--- src/hdl/osdPkg.sv ---
// ****************************************
// OSD shared types and constants
// ****************************************

package osdPkg;

	localparam int COLOR_W          = 6;
	localparam int COUNT_W          = 10;
	localparam int BUF_ADDR_W       = 11;
	localparam int OSD_WIDTH        = 256;
	localparam int OSD_HEIGHT       = 128;
	localparam int DOUBLESCAN_LINES = 350;

	// opcode sits in the top five bits of the command byte
	typedef enum logic [4:0] {
		CMD_WRITE  = 5'b00100,
		CMD_ENABLE = 5'b01000
	} osdCmd_e;

	typedef struct packed {
		logic [COLOR_W-1:0] r;
		logic [COLOR_W-1:0] g;
		logic [COLOR_W-1:0] b;
	} rgbPixel_t;

	typedef struct packed {
		rgbPixel_t rgb;
		logic      hSync;
		logic      vSync;
	} videoSig_t;

	typedef struct packed {
		logic                  we;
		logic [BUF_ADDR_W-1:0] addr;
		logic [7:0]            data;
	} bufWrite_t;

	typedef struct packed {
		logic [COUNT_W-1:0] hCnt;
		logic [COUNT_W-1:0] vCnt;
	} beamPos_t;

	typedef struct packed {
		logic [COUNT_W-1:0] width;
		logic [COUNT_W-1:0] height;
		logic               hsPol;
		logic               vsPol;
		logic               doublescan;
	} screenGeom_t;

endpackage

--- src/hdl/osdMixer.sv ---
// ****************************************
// OSD colour mixer
// ****************************************
`timescale 1ns/1ns

module osdMixer #(
	parameter logic [osdPkg::COLOR_W-1:0] osdColor = 6'h3c
) (
	input  logic              clk_sys,
	input  osdPkg::videoSig_t videoIn,
	input  logic              inWindow,
	input  logic              osdPixel,
	input  logic              osdEnable,
	output osdPkg::videoSig_t videoOut,
	output logic              osdShown
);

	logic              enMeta   = 1'b0;
	logic              enSync   = 1'b0;
	logic              shownReg = 1'b0;
	logic              active;
	osdPkg::rgbPixel_t osdRgb;

	// enable comes from the serial clock domain
	always_ff @(posedge clk_sys) begin
		enMeta   <= osdEnable;
		enSync   <= enMeta;
		shownReg <= enSync;
	end

	assign active = enSync && inWindow;

	// pixel bit on top, OSD tint in the middle, dimmed input below
	assign osdRgb.r = {{2{osdPixel}}, osdColor[5:4], videoIn.rgb.r[5:4]};
	assign osdRgb.g = {{2{osdPixel}}, osdColor[3:2], videoIn.rgb.g[5:4]};
	assign osdRgb.b = {{2{osdPixel}}, osdColor[1:0], videoIn.rgb.b[5:4]};

	always_ff @(posedge clk_sys) begin
		videoOut.rgb   <= active ? osdRgb : videoIn.rgb;
		videoOut.hSync <= videoIn.hSync;
		videoOut.vSync <= videoIn.vSync;
	end

	assign osdShown = shownReg;

	// with the shown flag low the output is the plain delayed input
	assert property (@(posedge clk_sys)
			!osdShown |-> (videoOut.rgb == $past(videoIn.rgb)))
		else $error("OSD overlay visible while osdShown is low");

endmodule

--- config.mk ---
export PLATFORM = sky130hd
export DESIGN_NAME = osdMixer
export DESIGN_NICKNAME = d
export VERILOG_FILES = /design/src/hdl/osdPkg.sv /design/src/hdl/osdMixer.sv
export SDC_FILE = /design/constraint.sdc
export NUM_CORES = 1
export LEC_CHECK = 0
export CAP_MARGIN = 20
export CORE_ASPECT_RATIO = 1.5
export CORE_UTILIZATION = 25
export DETAILED_ROUTE_END_ITERATION = 8
export DONT_BUFFER_PORTS = 1
export PLACE_DENSITY = 0.39
export SYNTH_ARGS = -nofsm -noshare
export SYNTH_HDL_FRONTEND = slang
export SYNTH_SLANG_ARGS = --single-unit
--- constraint.sdc ---
create_clock -name clk_sys -period 0.94 [get_ports clk_sys]
set_input_delay 0.141 -clock clk_sys [delete_from_list [all_inputs] [get_ports clk_sys]]
set_output_delay 0.141 -clock clk_sys [all_outputs]
set_load 0.005 [all_outputs]
* Yosys cells after proc, flatten, opt, wreduce, memory -nomap -nowiden
Index checks and enable logic that the tools add are counted.
Word-level totals: register bits after elaboration 23, input port bits 24, output and inout port bits 21
Operators by class: mux-type cells 1, reductions and logical operators 1
Operator list (count):
- $mux 18 | 1
- $logic_and 1x1->1 | 1

* Depth between registers and ports, before layout
depth in word-level cells 2, depth in mapped cells 3

* Least setup slack after synthesis
OpenSTA, ideal clock, no wires.
path type register to register, from reg enSync, to reg videoOut[14] (netlist name), setup time 121 ps, arrival 780 ps, data required time 819 ps, path slack 39 ps, cell stages (with the launch flop) 3, period minus slack after synthesis 901 ps, cell sequence dfxtp_1 > nand2_2 > mux2_2
On the way: cells in the longest elaborated chain, start to end 2
RTL lines:
- start, declared | line osdMixer.sv:19 | logic enSync = 1'b0;
- start signal, assigned | line osdMixer.sv:27 | enSync <= enMeta;
- $logic_and 1x1->1 | line osdMixer.sv:31 | assign active = enSync && inWindow;
- $mux 18 | line osdMixer.sv:39 | videoOut.rgb <= active ? osdRgb : videoIn.rgb;
- end, declared | line osdMixer.sv:14 | output osdPkg::videoSig_t videoOut,
No other way between the ends. A chain may end at the register's enable or synchronous reset.

* Worst setup path after layout
Ends and elaborated chain as after synthesis.

==> flow_summary.toml <==
[run_status]
outcome = "finished with violations"
failed_checks = "DRC"

[power_and_ir_drop]
power_frac_seq = 0.651
combPwrFrac = 0.088
p_int_uw = 1310
p_sw_uw = 345
clkPwrFrac = 0.261
ir_drop_uv = 625
power_switching_share = 0.208
cellLeakagePower_uw = 0.000411
powerDensity_nw_per_um2 = 1800

[detailed_routing]
vias = 410
drtIter0Drc = 12
drtPass1Iterations = 7
route.detailed.drc = 9
drt_wl_total_um = 1260
wl_per_cell_um = 13.3
ant_nets = 0
viasPerCell = 4.32

[yosys]
avgSynthCellArea_um2 = 14.3
postSynthCellCount = 45
ys_types = 10
synth_fp_nets = 69
seq_area_frac_synth = 0.717
syn-cell-area_um2 = 642
synth_seq_cells = 23
yosysWarnings = 0

[cells_and_area]
fill_cells = 252
finalNonFillerCells = 95
syn_to_final_growth_pct = 43.9
final_nets = 96
diodes = 0
drive_gt1_frac = 0.211

[worst_setup_path]
path_cells = "nand2_4 > mux2_2"
cp.required_ps = 1140
r2r-end = "videoOut[14]$_DFF_P_"
r2r_start = "enSync$_DFF_P_"
worstSetupStartpointType = "flop"
crit_family = "flip-flops"
reg2reg_depth = 2
critPathSlowestCell = "dfxtp_4"
cp_num_buf_inv = 0
r2r_slack_ps = 3
cpPeakStageDelay_ps = 380
end_kind = "flop"
crit_fanout = 7
arrival_ps = 1130
worst-setup-path-type = "reg -> reg"

[clock_tree]
cts.path.max_buffers = 2
cts_tree = "built"
cts_setup_buffers = 0
clkSinkCount = 23
htree_num_levels = 1
clk_pin_slew_worst_paths_ps = 110
cts_buffers = 3
cts-root-buf = "clkbuf_4"
insertion_delay_ps = 300

[floorplanning]
chipWidth_um = 43.4
core_um2 = 2450
io_pins = 45
die_h_um = 64.1
die_area_um2 = 2780
initial_core_util = 0.262
fp-row-count = 22

[sta]
rsz0062_at_grt = "true"
slew_headroom = 0.897
fin_crit_sh = 0.997
period_minus_slack_ps = 937
hold_viol = 0
whs_ps = 97.3
skew_ps = 5.14
worstMarginPinSlew_ps = 153
setup_viol = 0
slew_viol_final = 0
max_clock_freq_mhz = 1070
final.setup.worst_slack_ps = 2.88

[min_path]
hold_class = "in -> reg"
hold_depth = 2
min_from = "inWindow"
whs_endpoint = "videoOut[17]$_SDFF_PP1_"

[placed_design]
place_hpwl_um = 774
place.gp.congestion = 0.648
dp.cells = 69
port_buffers = 0
pre_cts_slack_ps = -116

[global_routing]
antenna_found_initial = 0
grt_max_degree = 13
overflow = 0
grt_use_total = 0.106
grt_pass1_wl_um = 2070
grt_pass1_vias = 425

[run]
maxCapViolCount = 0
metal layers:
metal / GRT usage / part of all wire
met4: 0.0703 / 0.017
met2: 0.167 / 0.52
met1: 0.116 / 0.36
met5: 0 / 0
met3: 0.0395 / 0.10
cells in the final DEF, fill, tap and decap left out:
master and instances:
dfxtp_1 22, dlygate4sd3_1 21, a21o_1 6, mux2_2 6, clkbuf_4 3, nand2b_1 2
and2_1 2, or2b_1 2, buf_4 2, nand2_4 1, and3_2 1, clkbuf_1 1
nand2_2 1, dfxtp_4 1
how the worst max path moves through the flow:
stage | startpoint | endpoint | slack [ps] | cells after the start
floorplan | enSync$_DFF_P_ | videoOut[14]$_DFF_P_ | 40 | 2
global placement | enSync$_DFF_P_ | videoOut[2]$_DFF_P_ | -80 | 2
detailed placement | enSync$_DFF_P_ | videoOut[14]$_DFF_P_ | -120 | 2
CTS | enSync$_DFF_P_ | videoOut[14]$_DFF_P_ | -10 | 2
global route | enSync$_DFF_P_ | videoOut[6]$_DFF_P_ | -40 | 3
finish | enSync$_DFF_P_ | videoOut[14]$_DFF_P_ | 3 | 2
synth_stat cells:
| cell | number | area, um2 |
|---|---|---|
| dfxtp_1 | 23 | 460 |
| a21o_1 | 6 | 45.0 |
| mux2_2 | 6 | 67.6 |
| and2_1 | 2 | 12.5 |
| nand2b_1 | 2 | 12.5 |
| or2b_1 | 2 | 15.0 |
| and3_1 | 1 | 6.26 |
| buf_2 | 1 | 5.00 |
| buf_6 | 1 | 11.3 |
| nand2_2 | 1 | 6.26 |
kinds of logic (layout without fill, tap and decap cells):
family,Yosys count,after routing,synth area share
muxes,6,6,0.105
and+or+nand+nor,8,9,0.0819
buffers and inverters,2,27,0.0253
AOI/OAI and AO/OA,6,6,0.0702
DFF,23,23,0.717
power by group through the flow:
stage / Clock, uW / Combinational (uW) / Sequential (uW)
after global routing: 523 / 164 / 1090
after detailed placement: 0 / 74.5 / 1100
final: 433 / 147 / 1080
after floorplan: 0 / 63.9 / 1090
after CTS: 472 / 147 / 1080
after global placement: 0 / 70.7 / 1100
area by class of cell:
type	instances	area, um2	share of cell area
Timing Repair Buffer	23	225	0.244
Multi-Input combinational cell	21	178	0.192
Sequential cell	23	464	0.503
Tap cell	24	30.0	0.0325
Clock buffer	4	26.3	0.0285
per-stage QoR:
step	utilization	area [um2]	power (uW)	TNS [ps]
global placement	0.274	671	1170	-649
detailed placement	0.274	671	1180	-962
finish	0.377	923	1660	0
floorplan	-	642	1160	0
global route	0.377	923	1770	-280
CTS	0.373	913	1700	-31.9
registers in the layout, summed over array words and instances (netlist names):
signal	count
enMeta	1
enSync	1
osdShown	1
videoOut	20
repair_timing:
item                                    CTS  global route
gates cloned                              1             0
resized for setup                         4             0
hold endpoints to repair                 21             1
endpoints found under the setup margin   12            10
pin swaps                                 1             0
hold buffers                             20             1
worst reg2reg max path, cell delays in order (launching register included):
cell and delay [ps]:
dfxtp_4 380, nand2_4 110, mux2_2 350
Power figures use the tool's default switching activity.
