==> src/hdl/osdPkg.sv <==
// ****************************************
// OSD shared types and constants
// ****************************************

package osdPkg;

	localparam int COLOR_W          = 6;
	localparam int COUNT_W          = 10;
	localparam int BUF_ADDR_W       = 11;
	localparam int OSD_WIDTH        = 256;
	localparam int OSD_HEIGHT       = 128;
	localparam int DOUBLESCAN_LINES = 350;

	// opcode sits in the top five bits of the command byte
	typedef enum logic [4:0] {
		CMD_WRITE  = 5'b00100,
		CMD_ENABLE = 5'b01000
	} osdCmd_e;

	typedef struct packed {
		logic [COLOR_W-1:0] r;
		logic [COLOR_W-1:0] g;
		logic [COLOR_W-1:0] b;
	} rgbPixel_t;

	typedef struct packed {
		rgbPixel_t rgb;
		logic      hSync;
		logic      vSync;
	} videoSig_t;

	typedef struct packed {
		logic                  we;
		logic [BUF_ADDR_W-1:0] addr;
		logic [7:0]            data;
	} bufWrite_t;

	typedef struct packed {
		logic [COUNT_W-1:0] hCnt;
		logic [COUNT_W-1:0] vCnt;
	} beamPos_t;

	typedef struct packed {
		logic [COUNT_W-1:0] width;
		logic [COUNT_W-1:0] height;
		logic               hsPol;
		logic               vsPol;
		logic               doublescan;
	} screenGeom_t;

endpackage

==> src/hdl/osdSpiReceiver.sv <==
// ****************************************
// OSD serial command receiver
// ****************************************
`timescale 1ns/1ns

module osdSpiReceiver (
	input  logic              SPI_SCK,
	input  logic              SPI_SS3,
	input  logic              SPI_DI,
	output osdPkg::bufWrite_t bufWr,
	output logic              osdEnable
);

	localparam logic [4:0] ENABLE_OP = osdPkg::CMD_ENABLE;

	logic [3:0]                    bitCnt;
	logic [osdPkg::BUF_ADDR_W-1:0] wrAddr;
	logic [6:0]                    shiftReg;
	logic [7:0]                    rxByte;
	osdPkg::osdCmd_e               cmdOp;
	logic                          enableFlag = 1'b0;

	// byte as it completes on the current edge
	assign rxByte = {shiftReg, SPI_DI};

	// bits 0..7 are the command, then payload bytes at 8..15
	always_ff @(posedge SPI_SCK or posedge SPI_SS3) begin
		if (SPI_SS3) begin
			bitCnt <= '0;
			wrAddr <= '0;
		end else begin
			bitCnt <= (bitCnt == 4'd15) ? 4'd8 : bitCnt + 4'd1;
			if (bitCnt == 4'd7)
				wrAddr <= {rxByte[2:0], 8'h00};
			if (bufWr.we)
				wrAddr <= wrAddr + 1'b1;
		end
	end

	always_ff @(posedge SPI_SCK) begin
		shiftReg <= rxByte[6:0];
		if (bitCnt == 4'd7) begin
			cmdOp <= osdPkg::osdCmd_e'(rxByte[7:3]);
			// enable and disable share one opcode, bit 0 picks
			if (rxByte[7:4] == ENABLE_OP[4:1])
				enableFlag <= rxByte[0];
		end
	end

	assign bufWr.we   = (cmdOp == osdPkg::CMD_WRITE) && (bitCnt == 4'd15);
	assign bufWr.addr = wrAddr;
	assign bufWr.data = rxByte;
	assign osdEnable  = enableFlag;

	// a write run on page 7 must stop before the address wraps to page 0
	property noAddrWrap;
		@(posedge SPI_SCK) disable iff (SPI_SS3)
			(bufWr.we && (&bufWr.addr)) |=> (!bufWr.we) [*8];
	endproperty
	assert property (noAddrWrap)
		else $error("OSD write address wrapped past page 7");

endmodule

==> config.mk <==
export PLATFORM = sky130hd
export DESIGN_NAME = osdSpiReceiver
export DESIGN_NICKNAME = d
export VERILOG_FILES = /design/src/hdl/osdPkg.sv /design/src/hdl/osdSpiReceiver.sv
export SDC_FILE = /design/constraint.sdc
export NUM_CORES = 1
export LEC_CHECK = 0
export BUFFER_PORTS_ARGS = -buffer_cell sky130_fd_sc_hd__clkbuf_2
export CAP_MARGIN = 20
export CELL_PAD_IN_SITES_DETAIL_PLACEMENT = 0
export CELL_PAD_IN_SITES_GLOBAL_PLACEMENT = 1
export CORE_ASPECT_RATIO = 0.9
export CORE_MARGIN = 1.5
export CORE_UTILIZATION = 37
export DETAILED_ROUTE_END_ITERATION = 6
export PLACE_DENSITY = 0.75
export SLEW_MARGIN = 10
export SYNTH_ARGS = -nofsm -noshare
export SYNTH_HDL_FRONTEND = slang
export SYNTH_SLANG_ARGS = --single-unit
==> constraint.sdc <==
create_clock -name SPI_SCK -period 1.6 [get_ports SPI_SCK]
set_input_delay 0.4 -clock SPI_SCK [delete_from_list [all_inputs] [get_ports SPI_SCK]]
set_output_delay 0.4 -clock SPI_SCK [all_outputs]
set_load 0.03 [all_outputs]
# After elaboration in Yosys (flattened, before gate mapping)

Index checks and enable logic that the tools add are counted.

Bits in registers: 28
Bits in latches: 0
Bits in writable memories: 0
ROM bits: 0
Input bits: 3
Output and inout port bits: 21
Word-level logic and storage cells: 17
Memories kept: 0

Add/subtract/negate cells: 2
Multiply operators: 0
Divide/modulo/power cells: 0
Order comparisons: 0
Eq/ne operators: 4
Shift operators: 0
Mux-type cells: 3
Bitwise gates (word level): 0
Reductions and logical operators: 3

Operators with widths:

| cell                                          | count |
|---|---|
| 2-to-1 mux 11 bit                             | 2 |
| adder 11 x 1 -> 11 bit, second input constant | 1 |
| == test 4 x 3 -> 1 bit, second input constant | 2 |
| == test 5 x 3 -> 1 bit, second input constant | 1 |
| adder 4 x 1 -> 4 bit, second input constant   | 1 |
| == test 4 bit, second input constant          | 1 |
| 2-to-1 mux 4 bit                              | 1 |
| AND reduction 2 bit                           | 1 |
| nonzero test 2 bit                            | 1 |
| logical AND 1 bit                             | 1 |

# Longest topological paths before layout

Word-level depth: 3
Mapped depth: 6
Gate-level depth less buffers: 6

# Worst setup path after synthesis

Ideal clock, no wire load.

Path kind: flip-flop to flip-flop
From: register bitCnt[0]
To: register wrAddr[8] (netlist bit)
Setup time: 0.089 ns
Arrival: 2.189 ns
Data required time: 1.511 ns
Slack: -0.677 ns
Cell stages (with the launch flop): 6
Path buffers: 0
Period minus slack after synthesis: 2.277 ns
Cells stage by stage: dfrtp_1 ha_1 nand4bb_1 nor4b_1 nand3_1 o211ai_1

RTL lines:

| what                   | RTL line             | source |
|---|---|---|
| from (decl)            | osdSpiReceiver.sv:16 | `logic [3:0] bitCnt;` |
| from (signal assigned) | osdSpiReceiver.sv:32 | `bitCnt <= (bitCnt == 4'd15) ? 4'd8 : bitCnt + 4'd1;` |
| to (signal assigned)   | osdSpiReceiver.sv:34 | `wrAddr <= {rxByte[2:0], 8'h00};` |
| to (signal assigned)   | osdSpiReceiver.sv:36 | `wrAddr <= wrAddr + 1'b1;` |
| to (decl)              | osdSpiReceiver.sv:17 | `logic [osdPkg::BUF_ADDR_W-1:0] wrAddr;` |

==> flow_summary.json <==
{
  "layout.filler_cells": 296,
  "dpl_cell_area_um2": 1470,
  "finish.instance_area_um2": 1610,
  "synth_top_family_by_area": "simple AND/OR/NAND/NOR gates",
  "finalWorstPathRequiredPeriod_ns": 2.02,
  "globalplace.congestion": 0.782,
  "grt_usage_pct": 16.4,
  "grt_first_pass_wirelength_um": 4270,
  "top_level_ports": 24,
  "ys_top_cells_by_count": "sky130_fd_sc_hd__dfrtp_1, sky130_fd_sc_hd__nand2_1, sky130_fd_sc_hd__dfxtp_1, sky130_fd_sc_hd__nand3_1, sky130_fd_sc_hd__nor2_1",
  "detailedRoute.firstPassIterationCount": 4,
  "crit_path_end_kind": "output pin",
  "fmaxAchievable_mhz": 494,
  "synth.mux.area_fraction_pct": 1.73,
  "finalCoreUtilization_pct": 53.2,
  "synth_simple_gate_area_share_pct": 20.4,
  "die_h_um": 56.1,
  "postCtsHoldBufs": 0,
  "synth_area_leader_cell": "sky130_fd_sc_hd__dfrtp_1",
  "clk_pin_slew_ns": 0.16,
  "worstSetupStartpointType": "flip-flop",
  "ff2ff_path_depth": 6,
  "crit_arrival_ns": 1.62,
  "ys_async_sr_fraction_pct": 53.6,
  "timing.clock.skew_ns": 0.0162,
  "critical_path.slowest_cell": "sky130_fd_sc_hd__dfrtp_1",
  "global_route.overflow_total": 0,
  "post_drt_via_cell_ratio": 4.97,
  "wl_um": 2590,
  "yosys-top-cells-area": "sky130_fd_sc_hd__dfrtp_1, sky130_fd_sc_hd__edfxtp_1, sky130_fd_sc_hd__dfxtp_1, sky130_fd_sc_hd__nand2_1, sky130_fd_sc_hd__nand3_1",
  "synth_xor_xnor_area_share_pct": 1.51,
  "clock_tree.root_cell": "sky130_fd_sc_hd__clkbuf_4",
  "r2r_end": "wrAddr[4]",
  "die_width_um": 62.0,
  "worst-setup-path-type": "reg -> out",
  "core_region_area_um2": 3020,
  "timing.final.crit_share_pct": 127,
  "worst-endpoint-required_ns": 1.20,
  "grt_pass1_vias": 885,
  "synth.most_common_cell": "sky130_fd_sc_hd__dfrtp_1",
  "synth.lib_cells_used.distinct": 36,
  "grt_setup_unrepaired": "yes",
  "yosys_register_bits": 28,
  "yosysWarnings": 0,
  "critical_path.cell_chain": "ha_4 > nand4bb_1 > nor4b_4 > clkbuf_8",
  "p_per_area_nw_per_um2": 796,
  "yosys.area_share.adder_pct": 2.16,
  "placement_rows": 19,
  "synthesis.nets": 104,
  "vdd_drop_max_uv": 594,
  "register_area_share_after_synthesis_pct": 60.1,
  "run_status": "complete, but fails checks",
  "synth.cell_area_um2": 1160,
  "p_leak_nw": 0.727,
  "post-synth-top-area-fraction_pct": 32.4,
  "multi_input_area_um2": 498,
  "setup_violations_final": 8,
  "drt-wirelength-per-cell_um": 13.7,
  "worstPathMaxFanout": 2,
  "clock_tree.htree_level_count": 1,
  "synth_enable_flop_cells": 6,
  "fraction_of_the_mapped_netlist_area_in_compound_gates_pct": 12.1,
  "final-seq-area_um2": 698,
  "cell_count_after_synthesis": 99,
  "fp.dieArea_um2": 3470,
  "drt_iter0_markers": 55,
  "failed_checks": "setup timing",
  "antenna_diode_count": 0,
  "dr_total_vias": 939,
  "hp-class": "in -> async",
  "timing.final.ws_setup_ns": -0.424,
  "ctsLongestPathBuffers": 2,
  "worst_max_slew_pin_slew_ns": 0.612,
  "grt_start_max_net_pins": 17,
  "worst_skew_pair.late_latency_ns": 0.33,
  "drv_cap": 0,
  "timing_hold_violations_final": 0,
  "worst-path-buf-inv": 1,
  "numClockSinks": 28,
  "grt_antenna_before_repair": 0,
  "syn-mean-instance-area_um2": 11.7,
  "design.final.nets": 153,
  "proportion_of_layout_cells_with_a_drive_suffix_above_1_pct": 43.5,
  "initial_core_utilization_pct": 38.3,
  "rrSetupSlack_ns": -0.09,
  "report.final.slew_viol_count": 0,
  "detailedPlacementHpwl_um": 1810,
  "ant_nets": 0,
  "cts_tree": "built",
  "worst_max_slew_margin_expressed_relative_to_the_limit_pct": 59.2,
  "reg2reg_from": "bitCnt[0]",
  "cts_inserted_buffers": 3,
  "path_delay_family": "simple AND/OR/NAND/NOR gates",
  "synth_ff_type": "sky130_fd_sc_hd__dfrtp_1",
  "drc": 0,
  "critical-path-max-stage-delay_ns": 0.44,
  "buffer_ports.inserted": 23,
  "area_delta_synth_final_pct": 38.7
}
power breakdown:
part / total (mW) / switching (mW) / internal [mW]
Sequential: 0.752 / 0.0127 / 0.739
Combinational: 0.0606 / 0.0462 / 0.0145
Clock: 0.465 / 0.212 / 0.253
Total: 1.28 / 0.271 / 1.01
state kept, by name, indices dropped and copies added (netlist names):
name,cells
wrAddr,11
shiftReg,7
cmdOp,5
bitCnt,4
osdEnable,1
cells by family (layout without fill, tap and decap cells):
logic type      after synthesis  count (layout)
simple gates                 42              42
flops                        28              28
compound gates               19              19
buf+inv                       4              52
fa+ha+maj                     2               2
xor+xnor                      2               2
mux                           2               2
cell usage in the layout, fill, tap and decap left out, drive strengths merged, types with 4 or more instances in the layout:
master   n
clkbuf  26
buf     23
dfrtp   15
nand2   10
nand3    7
nor2     7
dfxtp    7
edfxtp   6
o21ai    5
a21o     4
metal layers:
| layer | share of wire, % | wire length, um | GRT usage (%) | vias up |
|---|---|---|---|---|
| li1 | - | - | - | 458 |
| met1 | 49 | 1270 | 24.7 | 448 |
| met2 | 45 | 1160 | 23.7 | 31 |
| met3 | 5.4 | 139 | 4.42 | 2 |
| met4 | 0.66 | 17 | 3.34 | 0 |
| met5 | 0 | 0 | 0 | - |
worst max path at each step:
| stage | startpoint | endpoint | cells past startpoint |
|---|---|---|---|
| 6_report | bitCnt[0] | bufWr[19] | 4 |
| 5_1_grt | bitCnt[0] | bufWr[19] | 4 |
| 4_1_cts | bitCnt[0] | bufWr[19] | 4 |
| 3_5_place_dp | bitCnt[0] | bufWr[19] | 4 |
| 3_3_place_gp | bitCnt[0] | bufWr[19] | 4 |
| 2_1_floorplan | bitCnt[0] | bufWr[19] | 3 |
area by class of cell:
| cell class | count | share of cell area [%] |
|---|---|---|
| repair buffers | 46 | 18.5 |
| clock inverters | 1 | 1.87 |
| well taps | 42 | 3.27 |
| inverters | 2 | 0.468 |
| multi-input cells | 67 | 31.0 |
| clock buffers | 3 | 1.40 |
| flip-flops and latches | 28 | 43.5 |
through the flow:
step	power [mW]	instances	hold slack (ns)	setup TNS [ns]	setup WS, ns
4_1_cts	1.28	187	0.0977	-0.775	-0.431
5_1_grt	1.32	189	0.126	-1.95	-0.521
2_1_floorplan	0.803	99	0.301	-0.0341	-0.0305
3_3_place_gp	0.823	179	0.363	-0.186	-0.0937
3_5_place_dp	0.825	179	0.360	-0.390	-0.120
6_report	1.28	189	0.0840	-0.820	-0.424
what timing repair did:
item                       in CTS  in global routing
gates resized for setup         6                  2
pin swaps                       3                  1
buffers inserted                4                  2
setup endpoints to repair       6                 18
worst register-to-register path: cells and delay by family, from the launching register on:
family,cells,cell delay (ns)
AO/OA/AOI/OAI,3,0.75
adder cells (fa/ha/maj),1,0.16
buffers and inverters,1,0.11
flip-flops,1,0.44
AND/OR/NAND/NOR,1,0.15
No activity file was read; power rests on OpenSTA's default activity.
