**src/hdl/osdPkg.sv**
```systemverilog
// ****************************************
// OSD shared types and constants
// ****************************************

package osdPkg;

	localparam int COLOR_W          = 6;
	localparam int COUNT_W          = 10;
	localparam int BUF_ADDR_W       = 11;
	localparam int OSD_WIDTH        = 256;
	localparam int OSD_HEIGHT       = 128;
	localparam int DOUBLESCAN_LINES = 350;

	// opcode sits in the top five bits of the command byte
	typedef enum logic [4:0] {
		CMD_WRITE  = 5'b00100,
		CMD_ENABLE = 5'b01000
	} osdCmd_e;

	typedef struct packed {
		logic [COLOR_W-1:0] r;
		logic [COLOR_W-1:0] g;
		logic [COLOR_W-1:0] b;
	} rgbPixel_t;

	typedef struct packed {
		rgbPixel_t rgb;
		logic      hSync;
		logic      vSync;
	} videoSig_t;

	typedef struct packed {
		logic                  we;
		logic [BUF_ADDR_W-1:0] addr;
		logic [7:0]            data;
	} bufWrite_t;

	typedef struct packed {
		logic [COUNT_W-1:0] hCnt;
		logic [COUNT_W-1:0] vCnt;
	} beamPos_t;

	typedef struct packed {
		logic [COUNT_W-1:0] width;
		logic [COUNT_W-1:0] height;
		logic               hsPol;
		logic               vsPol;
		logic               doublescan;
	} screenGeom_t;

endpackage

```
**src/hdl/syncAnalyzer.sv**
```systemverilog
// ****************************************
// Video timing and sync polarity
// ****************************************
`timescale 1ns/1ns

module syncAnalyzer (
	input  logic                clk_sys,
	input  osdPkg::videoSig_t   videoIn,
	output osdPkg::beamPos_t    beam,
	output osdPkg::screenGeom_t geom
);

	localparam int CW = osdPkg::COUNT_W;

	logic          hsD;
	logic          hsD2;
	logic          vsD;
	logic          vsD2;
	logic          hsRise;
	logic          hsFall;
	logic          vsRise;
	logic          vsFall;
	logic [CW-1:0] hCnt;
	logic [CW-1:0] vCnt;
	logic [CW-1:0] hsHigh;
	logic [CW-1:0] hsLow;
	logic [CW-1:0] vsHigh;
	logic [CW-1:0] vsLow;

	always_ff @(posedge clk_sys) begin
		hsD  <= videoIn.hSync;
		hsD2 <= hsD;
		vsD  <= videoIn.vSync;
		vsD2 <= vsD;
	end

	assign hsRise = hsD && !hsD2;
	assign hsFall = !hsD && hsD2;
	assign vsRise = vsD && !vsD2;
	assign vsFall = !vsD && vsD2;

	// ****************************************
	// beam counters and period lengths
	// ****************************************

	always_ff @(posedge clk_sys) begin
		if (hsRise || hsFall)
			hCnt <= '0;
		else
			hCnt <= hCnt + 1'b1;
		if (hsFall)
			hsHigh <= hCnt + 1'b1;
		if (hsRise)
			hsLow <= hCnt + 1'b1;
	end

	// lines are counted on hsync rising edges
	always_ff @(posedge clk_sys) begin
		if (vsRise || vsFall)
			vCnt <= '0;
		else if (hsRise)
			vCnt <= vCnt + 1'b1;
		// every line of the phase has already bumped vCnt by its own hsync rise
		if (vsFall)
			vsHigh <= vCnt;
		if (vsRise)
			vsLow <= vCnt;
	end

	// shorter period is the sync pulse, the longer one the display
	always_ff @(posedge clk_sys) begin
		geom.hsPol      <= hsHigh < hsLow;
		geom.width      <= geom.hsPol ? hsLow : hsHigh;
		geom.vsPol      <= vsHigh < vsLow;
		geom.height     <= geom.vsPol ? vsLow : vsHigh;
		geom.doublescan <= geom.height > CW'(osdPkg::DOUBLESCAN_LINES);
	end

	assign beam.hCnt = hCnt;
	assign beam.vCnt = vCnt;

endmodule

```
**config.mk**
```make
export PLATFORM = sky130hd
export DESIGN_NAME = syncAnalyzer
export DESIGN_NICKNAME = d
export VERILOG_FILES = /design/src/hdl/osdPkg.sv /design/src/hdl/syncAnalyzer.sv
export SDC_FILE = /design/constraint.sdc
export NUM_CORES = 1
export LEC_CHECK = 0
export ABC_AREA = 1
export BUFFER_PORTS_ARGS = -buffer_cell sky130_fd_sc_hd__buf_2
export CAP_MARGIN = 0
export CORE_UTILIZATION = 25
export DETAILED_ROUTE_END_ITERATION = 16
export GPL_ROUTABILITY_DRIVEN = 0
export GPL_TIMING_DRIVEN = 0
export HOLD_SLACK_MARGIN = 0.02
export MAX_ROUTING_LAYER = met4
export SETUP_SLACK_MARGIN = 0.3
export SYNTH_ARGS = -nofsm -noshare
export SYNTH_HDL_FRONTEND = slang
export SYNTH_SLANG_ARGS = --single-unit
```
**constraint.sdc**
```tcl
create_clock -name clk_sys -period 1.5 [get_ports clk_sys]
set_clock_uncertainty 0.2 [all_clocks]
set_input_delay 0.3 -clock clk_sys [delete_from_list [all_inputs] [get_ports clk_sys]]
set_output_delay 0.3 -clock clk_sys [all_outputs]
set_load 0.02 [all_outputs]
```
* After elaboration in Yosys (flattened, before gate mapping)
Cells that the tools add are included.
W data, S select, Z words.
** Storage, ports and cells
- Logic and storage cells :: 32
- Register bits :: 87
- Output and inout bits :: 43
** Cells by class
- Reductions and logical operators :: 10
- Order comparisons :: 3
- Mux-type cells :: 2
- Add/subtract/negate cells :: 2
** Operators by type and width (count)
- $add A10 B1 Y10 const B :: 2
- $lt A10 B10 Y1 :: 2
- $mux W10 :: 2
- $gt A10 B9 Y1 const B :: 1
- $logic_and A1 B1 Y1 :: 4
- $logic_not A1 Y1 :: 4
- $logic_or A1 B1 Y1 :: 2

* Depth between registers and ports, before layout
Gate-level depths: netlist of run 1.
- Word-level depth :: 3
- Depth in mapped cells :: 9

* Worst setup path before layout of run 1
OpenSTA, ideal clock, no wires.
- Path type :: reg2reg
- Start point :: reg hsD
- End point :: reg vCnt[8]
- Buffers on the path :: 0
- Slack :: -0.057 ns
- Setup time :: 0.113 ns
- Arrival time :: 1.244 ns
- Cell stages (with the launch flop) :: 7
- Path through :: dfxtp_1 > ha_1 > nand2_2 > nor2_4 > nand2_2 > nor2_1 > nor2_1
** Between the ends
- Longest elaborated chain between the ends :: 1
** RTL lines
- from (decl) :: line syncAnalyzer.sv:15 : logic hsD;
- from (signal assigned) :: line syncAnalyzer.sv:31 : hsD <= videoIn.hSync;
- $logic_and A1 B1 Y1 :: line syncAnalyzer.sv:37 : assign hsRise = hsD && !hsD2;
- net hsRise :: line syncAnalyzer.sv:19 : logic hsRise;
- to (signal assigned) :: line syncAnalyzer.sv:62 : vCnt <= vCnt + 1'b1;
- to (decl) :: line syncAnalyzer.sv:24 : logic [CW-1:0] vCnt;
The timed path passes the listed nets, and every way through them passes these cells.
A chain may end at the register's enable or synchronous reset.

* Worst setup path in the final report of run 1
- Start point :: reg vsHigh[9]
- End point :: reg geom[1] (netlist name)
** Between the ends
- Longest elaborated chain between the ends :: 1
** RTL lines
- from (decl) :: line syncAnalyzer.sv:27 : logic [CW-1:0] vsHigh;
- from (signal assigned) :: line syncAnalyzer.sv:65 : vsHigh <= vCnt;
- $lt A10 B10 Y1 :: line syncAnalyzer.sv:74 : geom.vsPol <= vsHigh < vsLow;
- to (decl) :: line syncAnalyzer.sv:10 : output osdPkg::screenGeom_t geom
Every way passes these cells.

==> metrics, run 1 <==
fillcell total 1183; Clock Root Buffer clkbuf_16; Initial DRT Pass Iterations 4; WHS Endpoint vsD2$_DFF_P_; gr ovfl total 0; Crit path arrival time between 1 and 1.5 ns; WHS between 0.15 and 0.2 ns; H-tree depth 3; Post-synth ARST share 0%; syn_nets 408; synthesized instance count ~360; routed len/inst approximately 13 um; FF/Latch Area ~2200 um^2; sequential share of the synthesized area between 60 and 70%; Initial DRC Count between 100 and 150; global-route wire length before repair around 13000 um; Area Overhead vs Synth 62.3%; Core Area between 10000 and 15000 um^2; vias in the first global route around 2700; status completed; most frequent cells in the layout 56 x buf_6, 46 x buf_4, 45 x nand2_1, 45 x nor2_1, 40 x edfxtp_1; Final nets 530; n_diodes 0; footprint of the multi-input gates around 1600 um^2; Worst Setup End Kind flop; FMAX just under 0.7 GHz; startpoint types flop; min setup slack post-route 0.0497 ns; Rows 43; die height 121 um; Antenna Nets Post-Route 0; P per Cell Area between 1000 and 1500 nW/um^2; Max Slew Vio Count 0; WS Path Type reg2reg; die area approximately 15000 um^2; Port Buffers 45; Post-DP HPWL between 5000 and 6000 um; Hold Path Class reg2reg; fin crit period approximately 1.5 ns; CP required 1.53 ns; Avg Cell Area, Syn 9.70 um^2; r2r setup slk 0.05 ns; commonest non-fill, non-tap cell in the layout buf_6; dominant synthesized flop cell dfxtp_1; largest fanout on the critical path 2; Tcrit/Tclk final 96.7%; All-Layer GR Usage 11.7%; RSZ-0062 raised after global routing yes; clock sinks just under 90; final WL approximately 8500 um; initial antenna violation count 0; IO Count 64; worst flop-to-flop path endpoint geom[1]$_DFF_P_; Clock transition at path regs roughly 0.06 ns; Final Hold Vio Count 0; initial cell density of the core 25.5%; Worst Hold Launch vsD$_DFF_P_; Lkg Pwr between 2 and 2.5 nW; Worst Max-Slew Pin Slew roughly 0.22 ns; clk_lat worst skew about 0.34 ns; setup tns final 0 ns; CTS tree yes; Clock Tree Buf Depth 2; share of layout cells above drive strength 1 ~54%; Post-Syn Area roughly 3500 um^2; vias per inst about 4.2; die width around 120 um; vias around 2800; Reg-to-Reg Start vsHigh[9]$_DFFE_PP_; Distinct cells, synth 22; slew margin rel. 85.6%; yosys warns 0; max-cap violations 0; setup violators final 0; Seq cells post-synth 87; DRC 0; Num CTS Buffers 9; R2R depth 6; Worst Hold Depth 0; pre-CTS setup slack around 0.061 ns; number of enable flip-flop cells after synthesis 40; largest net degree at the start of global routing 15; peak supply drop 0.588 mV
[synth_stat cells, types with 2 or more instances]
master | number | area share, %
o21ai_0 | 9 | 1.3
nand2_2 | 4 | 0.71
inv_1 | 52 | 5.5
nor3_1 | 2 | 0.28
a21oi_1 | 34 | 4.8
clkbuf_1 | 2 | 0.21
ha_1 | 24 | 8.5
nor2_2 | 2 | 0.36
nor2_1 | 59 | 6.3
a21o_1 | 2 | 0.43
nand3_1 | 11 | 1.6
dfxtp_1 | 47 | 27
buf_2 | 2 | 0.28
edfxtp_1 | 40 | 34
nand3b_1 | 2 | 0.43
nand2_1 | 65 | 6.9
[report_power, final]
group	internal, mW	switching [mW]
Sequential	2.61	0.0972
Combinational	0.409	0.407
Clock	1.38	0.862
Total	4.40	1.37
[worst max path at each step]
stage / startpoint / depth (start not counted) / endpoint
floorplan: hCnt[0]$_SDFF_PP0_ / 6 / hsHigh[8]$_DFFE_PP_
global placement: hsD2$_DFF_P_ / 7 / vCnt[8]$_SDFFE_PP0P_
global route: vsHigh[5]$_DFFE_PP_ / 6 / geom[1]$_DFF_P_
CTS: vCnt[5]$_SDFFE_PP0P_ / 1 / beam[5]
detailed placement: hsD2$_DFF_P_ / 7 / vCnt[8]$_SDFFE_PP0P_
finish: vsHigh[9]$_DFFE_PP_ / 6 / geom[1]$_DFF_P_
[flip-flops by register name, indices dropped and copies added (netlist names)]
register / flops
hsD2: 1
hsLow: 10
vsHigh: 10
vsD: 1
hCnt: 10
hsHigh: 10
hsD: 1
geom: 23
vsD2: 1
vsLow: 10
vCnt: 10
[per-layer routing]
metal / up-vias / track usage (%) / share of wire (%)
met4: 0 / 6.64 / 3.0
met2: 49 / 19.8 / 51
li1: 1420 / - / -
met3: 21 / 2.64 / 4.1
met1: 1348 / 12.6 / 41
met5: - / - / 0
[cells by family (layout without fill, tap and decap cells)]
logic type	count (synthesis)	count (layout)	share of synthesized area [%]
and+or+nand+nor	148	148	17.3
DFF	87	87	60.8
buffers and inverters	58	185	6.54
AOI/OAI and AO/OA	45	45	6.54
adders and majority gates	24	24	8.53
xor gates and xnor gates	1	1	0.249
[critical path, stage by stage (launching register included)]
cell and delay (ns):
edfxtp_1 0.44, ha_4 0.31, nand2_4 0.06, nor2_4 0.12
nand2_1 0.08, nor2_1 0.10, nor2_1 0.04
[timing repair]
item | CTS | global route
gates resized for setup | 172 | 76
setup buffers | 40 | 21
hold buffers | 2 | 0
endpoints found under the setup margin | 110 | 112
pin swaps | 32 | 44
hold endpoints to repair | 2 | 0
cloned | 2 | 1
[layout make-up]
cell class | count | share of cell area (%)
clock inverter | 3 | 0.744
inverter | 53 | 3.70
timing repair inverter | 1 | 0.153
buffer | 5 | 0.613
multi-input combinational | 218 | 28.0
tap | 180 | 3.94
clock buffer | 13 | 4.55
timing repair buffer | 110 | 19.0
sequential | 87 | 39.3
[per-stage QoR]
stage / power [mW] / utilization [%] / instances / area, um^2
floorplan: 3.06 / - / 363 / 3630
global placement: 3.21 / 29.5 / 588 / 4080
detailed placement: 3.23 / 29.5 / 588 / 4080
CTS: 5.69 / 37.8 / 648 / 5220
global route: 5.98 / 41.3 / 670 / 5720
finish: 5.76 / 41.3 / 670 / 5720
(Power assumes the default switching activity.)
==> run 2: changes to the inputs <==
- CELL_PAD_IN_SITES_DETAIL_PLACEMENT: not set -> 0
- CELL_PAD_IN_SITES_GLOBAL_PLACEMENT: not set -> 2
- PLACE_DENSITY_LB_ADDON: not set -> 0.1
==> run 2 against run 1 <==
Critical path depth is 2 higher. Worst hold slack got worse by 0.0073 ns. Sequential power about the same. Maximum frequency up 4.1%. First-iteration DRC count rose by 24%. Final cell count is 0.75% lower. Final area is 0.53% lower.
==> metrics, run 2 (synthesis results as in run 1) <==
Post-DP HPWL 5230 um (+4.5%); final WL 8450 um (-0.81%); Area Overhead vs Synth 61.4%; RSZ-0062 raised after global routing yes; Initial DRC Count 130 (+24%); vias per inst 3.98 (-6.1%); CP required 1.54 ns (about the same); Clock Tree Buf Depth 2 (unchanged); Lkg Pwr 2.43 nW (+1.5%); Worst Max-Slew Pin Slew 0.301 ns (+0.0854 ns); Worst Setup End Kind flop; Port Buffers 45 (unchanged); Final nets 525 (-0.94%); fin crit period 1.39 ns (-0.0566 ns); WHS Endpoint hsD2$_DFF_P_; worst flop-to-flop path endpoint geom[2]$_DFF_P_; clk_lat worst skew 0.34 ns (about the same); startpoint types flop; die area 14600 um^2 (unchanged); H-tree depth 3 (unchanged); Core Area 13800 um^2 (unchanged); fillcell total 1350 (+14%); Worst Hold Depth 0 (unchanged); FF/Latch Area 2240 um^2 (-0.11%); R2R depth 8 (+2); setup violators final 0 (unchanged); Final Hold Vio Count 0 (unchanged); clock sinks 87 (unchanged); initial antenna violation count 0 (unchanged); largest fanout on the critical path 2 (unchanged); gr ovfl total 0 (unchanged); largest net degree at the start of global routing 15 (unchanged); Clock Root Buffer clkbuf_16; footprint of the multi-input gates 1570 um^2 (-2.0%); share of layout cells above drive strength 1 52.2% (-1.9 points); largest reg by FF count geom; Num CTS Buffers 9 (unchanged); Initial DRT Pass Iterations 4 (unchanged); routed len/inst 12.7 um (about the same); vias 2646 (-6.8%); vias in the first global route 2538 (-6.8%); max reg flops 23 (unchanged); max-cap violations 0 (unchanged); setup tns final 0 ns (unchanged); Reg-to-Reg Start hsHigh[5]$_DFFE_PP_; Max Slew Vio Count 0 (unchanged); Crit path arrival time 1.43 ns (-0.05 ns); DRC 0 (unchanged); min setup slack post-route 0.106 ns (+0.0566 ns); n_diodes 0 (unchanged); P per Cell Area 1040 nW/um^2 (+2.7%); Worst Hold Launch hsD$_DFF_P_; die height 121 um (unchanged); CTS tree yes; Tcrit/Tclk final 92.9% (-3.8 points); r2r setup slk 0.11 ns (+0.06 ns); die width 121 um (unchanged); All-Layer GR Usage 12.4% (+0.73 points); slew margin rel. 79.9% (-5.7 points); Hold Path Class reg2reg; commonest non-fill, non-tap cell in the layout buf_6; most frequent cells in the layout 55 x buf_6, 47 x nand2_1, 45 x nor2_1; Antenna Nets Post-Route 0 (unchanged); pre-CTS setup slack 0.0332 ns (-0.0276 ns); status completed; WS Path Type reg2reg; peak supply drop 0.619 mV (+5.2%); Rows 43 (unchanged); global-route wire length before repair 13000 um (+0.43%); Clock transition at path regs 0.07 ns (about the same); IO Count 64 (unchanged); FMAX 0.718 GHz (+4.1%); initial cell density of the core 25.5% (unchanged)
run 2: cell types whose count changed in the layout (fill, tap and decap cells not counted), sizes merged:
| cell | delta |
|---|---|
| buf | -6 |
| bufinv | +1 |
| clkbuf | -2 |
| clkinv | +1 |
| inv | +1 |
run 2: through the flow:
step / utilization, % / instance area, um^2 / cells / hold slack [ns] / power [mW]
final: 41.1 / 5690 / 665 / 0.185 / 5.89
after global routing: 41.1 / 5690 / 665 / 0.195 / 6.13
after CTS: 37.9 / 5240 / 645 / 0.187 / 5.85
after detailed placement: 29.5 / 4080 / 588 / 0.167 / 3.24
after global placement: 29.5 / 4080 / 588 / 0.169 / 3.24
after floorplan: - / 3630 / 363 / 0.128 / 3.06
run 2: how the worst max path moves through the flow:
stage,from,depth (start not counted),slack (ns),end
after global routing,hsHigh[4]$_DFFE_PP_,8,0.03,geom[2]$_DFF_P_
after detailed placement,hsD2$_DFF_P_,7,0.03,vCnt[8]$_SDFFE_PP0P_
after floorplan,hCnt[0]$_SDFF_PP0_,6,0.17,hsHigh[8]$_DFFE_PP_
after global placement,hsD2$_DFF_P_,7,0.04,vCnt[8]$_SDFFE_PP0P_
final,hsHigh[5]$_DFFE_PP_,8,0.11,geom[2]$_DFF_P_
after CTS,hsHigh[9]$_DFFE_PP_,5,0.1,geom[2]$_DFF_P_
run 2: where the power goes:
group / switching (mW) / internal, mW / leakage (nW) / total, mW
Clock: 0.925 / 1.45 / 0.150 / 2.38
Combinational: 0.400 / 0.401 / 1.47 / 0.801
Sequential: 0.0958 / 2.61 / 0.804 / 2.71
Total: 1.42 / 4.47 / 2.43 / 5.89
run 2: cell type report:
type	count	area share (%)
timing repair buffer	105	19.0
buffer	5	0.704
multi-input combinational	218	27.6
sequential	87	39.5
clock inverter	6	1.50
tap	180	3.96
inverter	53	3.63
timing repair inverter	1	0.154
clock buffer	10	4.03
run 2: layer usage:
| layer | vias to the layer above | track usage (%) | routed length [um] |
|---|---|---|---|
| met5 | - | - | 0 |
| met4 | 0 | 6.94 | 191 |
| met3 | 12 | 2.45 | 229 |
| met2 | 42 | 16.4 | 3560 |
| met1 | 1177 | 17.5 | 4470 |
| li1 | 1415 | - | - |
run 2: critical path: stages, from the launching register on:
cell	delay, ns
edfxtp_1	0.43
ha_4	0.30
nand2_2	0.07
inv_1	0.05
nand2_1	0.04
nand2_1	0.06
nand2_1	0.05
nand2_1	0.05
nor2_1	0.03
run 2: what timing repair did:
item	CTS	global route
gates resized for setup	173	64
endpoints found under the setup margin	140	114
cloned	3	0
pin swaps	25	30
hold buffers	2	0
hold endpoints to repair	2	0
setup buffers	36	20
==> run 3: changes to the inputs <==
- PLACE_DENSITY: not set -> 0.71
- PLACE_DENSITY_LB_ADDON: 0.1 -> not set
==> run 3 against run 2 <==
Total power is 5.2% lower. Die area did not move. Critical path type is now reg2out. Clock-buffer cell count increased by 3. Non-clock buffer count rose by 12. Largest power group unchanged.
==> metrics, run 3 (synthesis results as in run 1) <==
switching power of the nets 1.38 mW (-3.1%); sequential power share 48.4% (+2.4 points); Clock power frac 36.6% (-3.8 points); WS Path Type reg2out; met2 Usage GRT 17.9% (+1.5 points); Worst Hold Depth 0 (unchanged); fin crit period 1.45 ns (+0.0525 ns); die area 14600 um^2 (unchanged); setup tns final 0 ns (unchanged); Worst Setup End Kind primary output; final WL 8180 um (-3.2%); Sw Share 24.7% (+0.52 points); internal power 4.21 mW (-5.8%); P per Cell Area 980 nW/um^2 (-5.3%); largest fanout on the critical path 3 (+1); commonest non-fill, non-tap cell in the layout buf_6; Port Buffers 45 (unchanged); most frequent cells in the layout 54 x buf_6, 49 x buf_4, 45 x nand2_1, 45 x nor2_1; Clock Tree Buf Depth 2 (unchanged); Clock Root Buffer clkbuf_16; largest stage delay on the critical path 0.37 ns (-0.06 ns); routed len/inst 12.1 um (-4.9%); startpoint types flop; status completed; GRT met1 Usage 14.3% (-3.2 points); clk_lat worst skew 0.33 ns (about the same); fillcell total 1305 (-3.3%); CTS tree yes; Post-DP HPWL 4970 um (-5.0%); CP required 1.00 ns (-0.54 ns); vias 2739 (+3.5%); max-cap violations 0 (unchanged); initial antenna violation count 0 (unchanged); RSZ-0062 raised after global routing yes; FMAX 0.691 GHz (-3.6%); initial cell density of the core 25.5% (unchanged); clock sinks 87 (unchanged); die width 121 um (unchanged); Lkg Pwr 2.42 nW (-0.27%); Comb power frac 15.0% (+1.4 points); global-route wire length before repair 12500 um (-3.6%); vias per inst 4.05 (+1.7%); crit path cell chain buf_12 -> buf_8; max reg flops 23 (unchanged); n_diodes 0 (unchanged); largest reg by FF count geom; placed insts 588 (unchanged); Worst Hold Launch hsD$_DFF_P_; IO Count 64 (unchanged); R2R depth 5 (-3); Max Slew Vio Count 0 (unchanged); Core Area 13800 um^2 (unchanged); WHS Endpoint hsD2$_DFF_P_; Reg-to-Reg Start hCnt[0]$_SDFF_PP0_; All-Layer GR Usage 11.5% (-0.91 points); peak supply drop 0.640 mV (+3.4%); min setup slack post-route 0.0538 ns (-0.0525 ns); Crit path arrival time 0.95 ns (-0.48 ns); Initial DRC Count 126 (-3.1%); DRC 0 (unchanged); vias in the first global route 2546 (+0.32%); largest net degree at the start of global routing 15 (unchanged); slew margin rel. 85.0% (+5.1 points); Tcrit/Tclk final 96.4% (+3.5 points); Hold Path Class reg2reg; WHS 0.187 ns (+0.00133 ns); setup violators final 0 (unchanged); Clock transition at path regs 0.06 ns (about the same); Num CTS Buffers 9 (unchanged); Final Hold Vio Count 0 (unchanged); Antenna Nets Post-Route 0 (unchanged); gr ovfl total 0 (unchanged); overall power 5.58 mW (-5.2%); fin cells 677 (+1.8%); Area Overhead vs Synth 61.7%; gr busiest metal met2; Final nets 537 (+2.3%); Rows 43 (unchanged); Initial DRT Pass Iterations 4 (unchanged); Slowest-stage cell, CP dfxtp_4; r2r setup slk 0.09 ns (-0.02 ns); met3 GRT Util 2.31% (-0.14 points); die height 121 um (unchanged); worst flop-to-flop path endpoint hsLow[3]$_DFFE_PP_; Worst Max-Slew Pin Slew 0.225 ns (-0.0754 ns); H-tree depth 3 (unchanged); pre-CTS setup slack 0.0396 ns (+0.00641 ns); share of layout cells above drive strength 1 53.1% (+0.95 points)
## run 3: cell count changes in the layout (fill, tap and decap cells not counted), sizes merged
cell      previous run  this run
bufinv               2         0
clkbuf              15        16
inv                 54        53
clkinvlp             1         2
buf                103       117
clkinv               3         2
## run 3: metal layers
layer / wire, um / vias to the layer above
met5: 0 / -
met4: 217 / 0
met3: 214 / 14
met2: 3960 / 43
met1: 3790 / 1249
li1: - / 1433
## run 3: worst max-delay path by stage
stage                              from                   end  slack [ns]
global route         hCnt[0]$_SDFF_PP0_              beam[10]        0.03
global placement           hsD2$_DFF_P_  vCnt[8]$_SDFFE_PP0P_        0.07
CTS                 hsHigh[9]$_DFFE_PP_       geom[2]$_DFF_P_         0.1
floorplan            hCnt[0]$_SDFF_PP0_   hsHigh[8]$_DFFE_PP_        0.17
finish               hCnt[0]$_SDFF_PP0_              beam[10]        0.05
detailed placement         hsD2$_DFF_P_  vCnt[8]$_SDFFE_PP0P_        0.04
## run 3: metrics by stage
stage | util [%] | area [um^2]
detailed placement | 29.5 | 4080
CTS | 37.9 | 5240
finish | 41.2 | 5700
floorplan | - | 3630
global placement | 29.5 | 4080
global route | 41.2 | 5700
## run 3: layout make-up
type / count / area, um^2 / share of cell area, %
multi-input cells: 218 / 1510 / 26.5
plain buffers: 5 / 35.0 / 0.615
clock inverters: 3 / 20.0 / 0.351
flip-flops and latches: 87 / 2250 / 39.5
repair buffers: 117 / 1190 / 20.8
inverters: 53 / 211 / 3.71
well taps: 180 / 225 / 3.95
clock buffers: 13 / 250 / 4.39
repair inverters: 1 / 8.76 / 0.154
## run 3: critical path: cells and delay by family, from the launching register on
kind	cells	cell delay (ns)
DFF	1	0.37
buffers and inverters	2	0.25
## run 3: power by group through the flow
stage	sequential [mW]	combinational [mW]	clock, mW
2_1_floorplan	2.83	0.233	0
3_3_place_gp	2.75	0.482	0
3_5_place_dp	2.75	0.487	0
4_1_cts	2.71	0.704	2.11
5_1_grt	2.71	0.909	2.22
6_report	2.70	0.840	2.04
## run 3: timing repair
item,CTS,global route
hold buffers,2,0
pin swaps,26,24
setup endpoints to repair,133,118
gates cloned,3,0
setup buffers,40,28
hold endpoints to repair,2,0
resized for setup,178,60
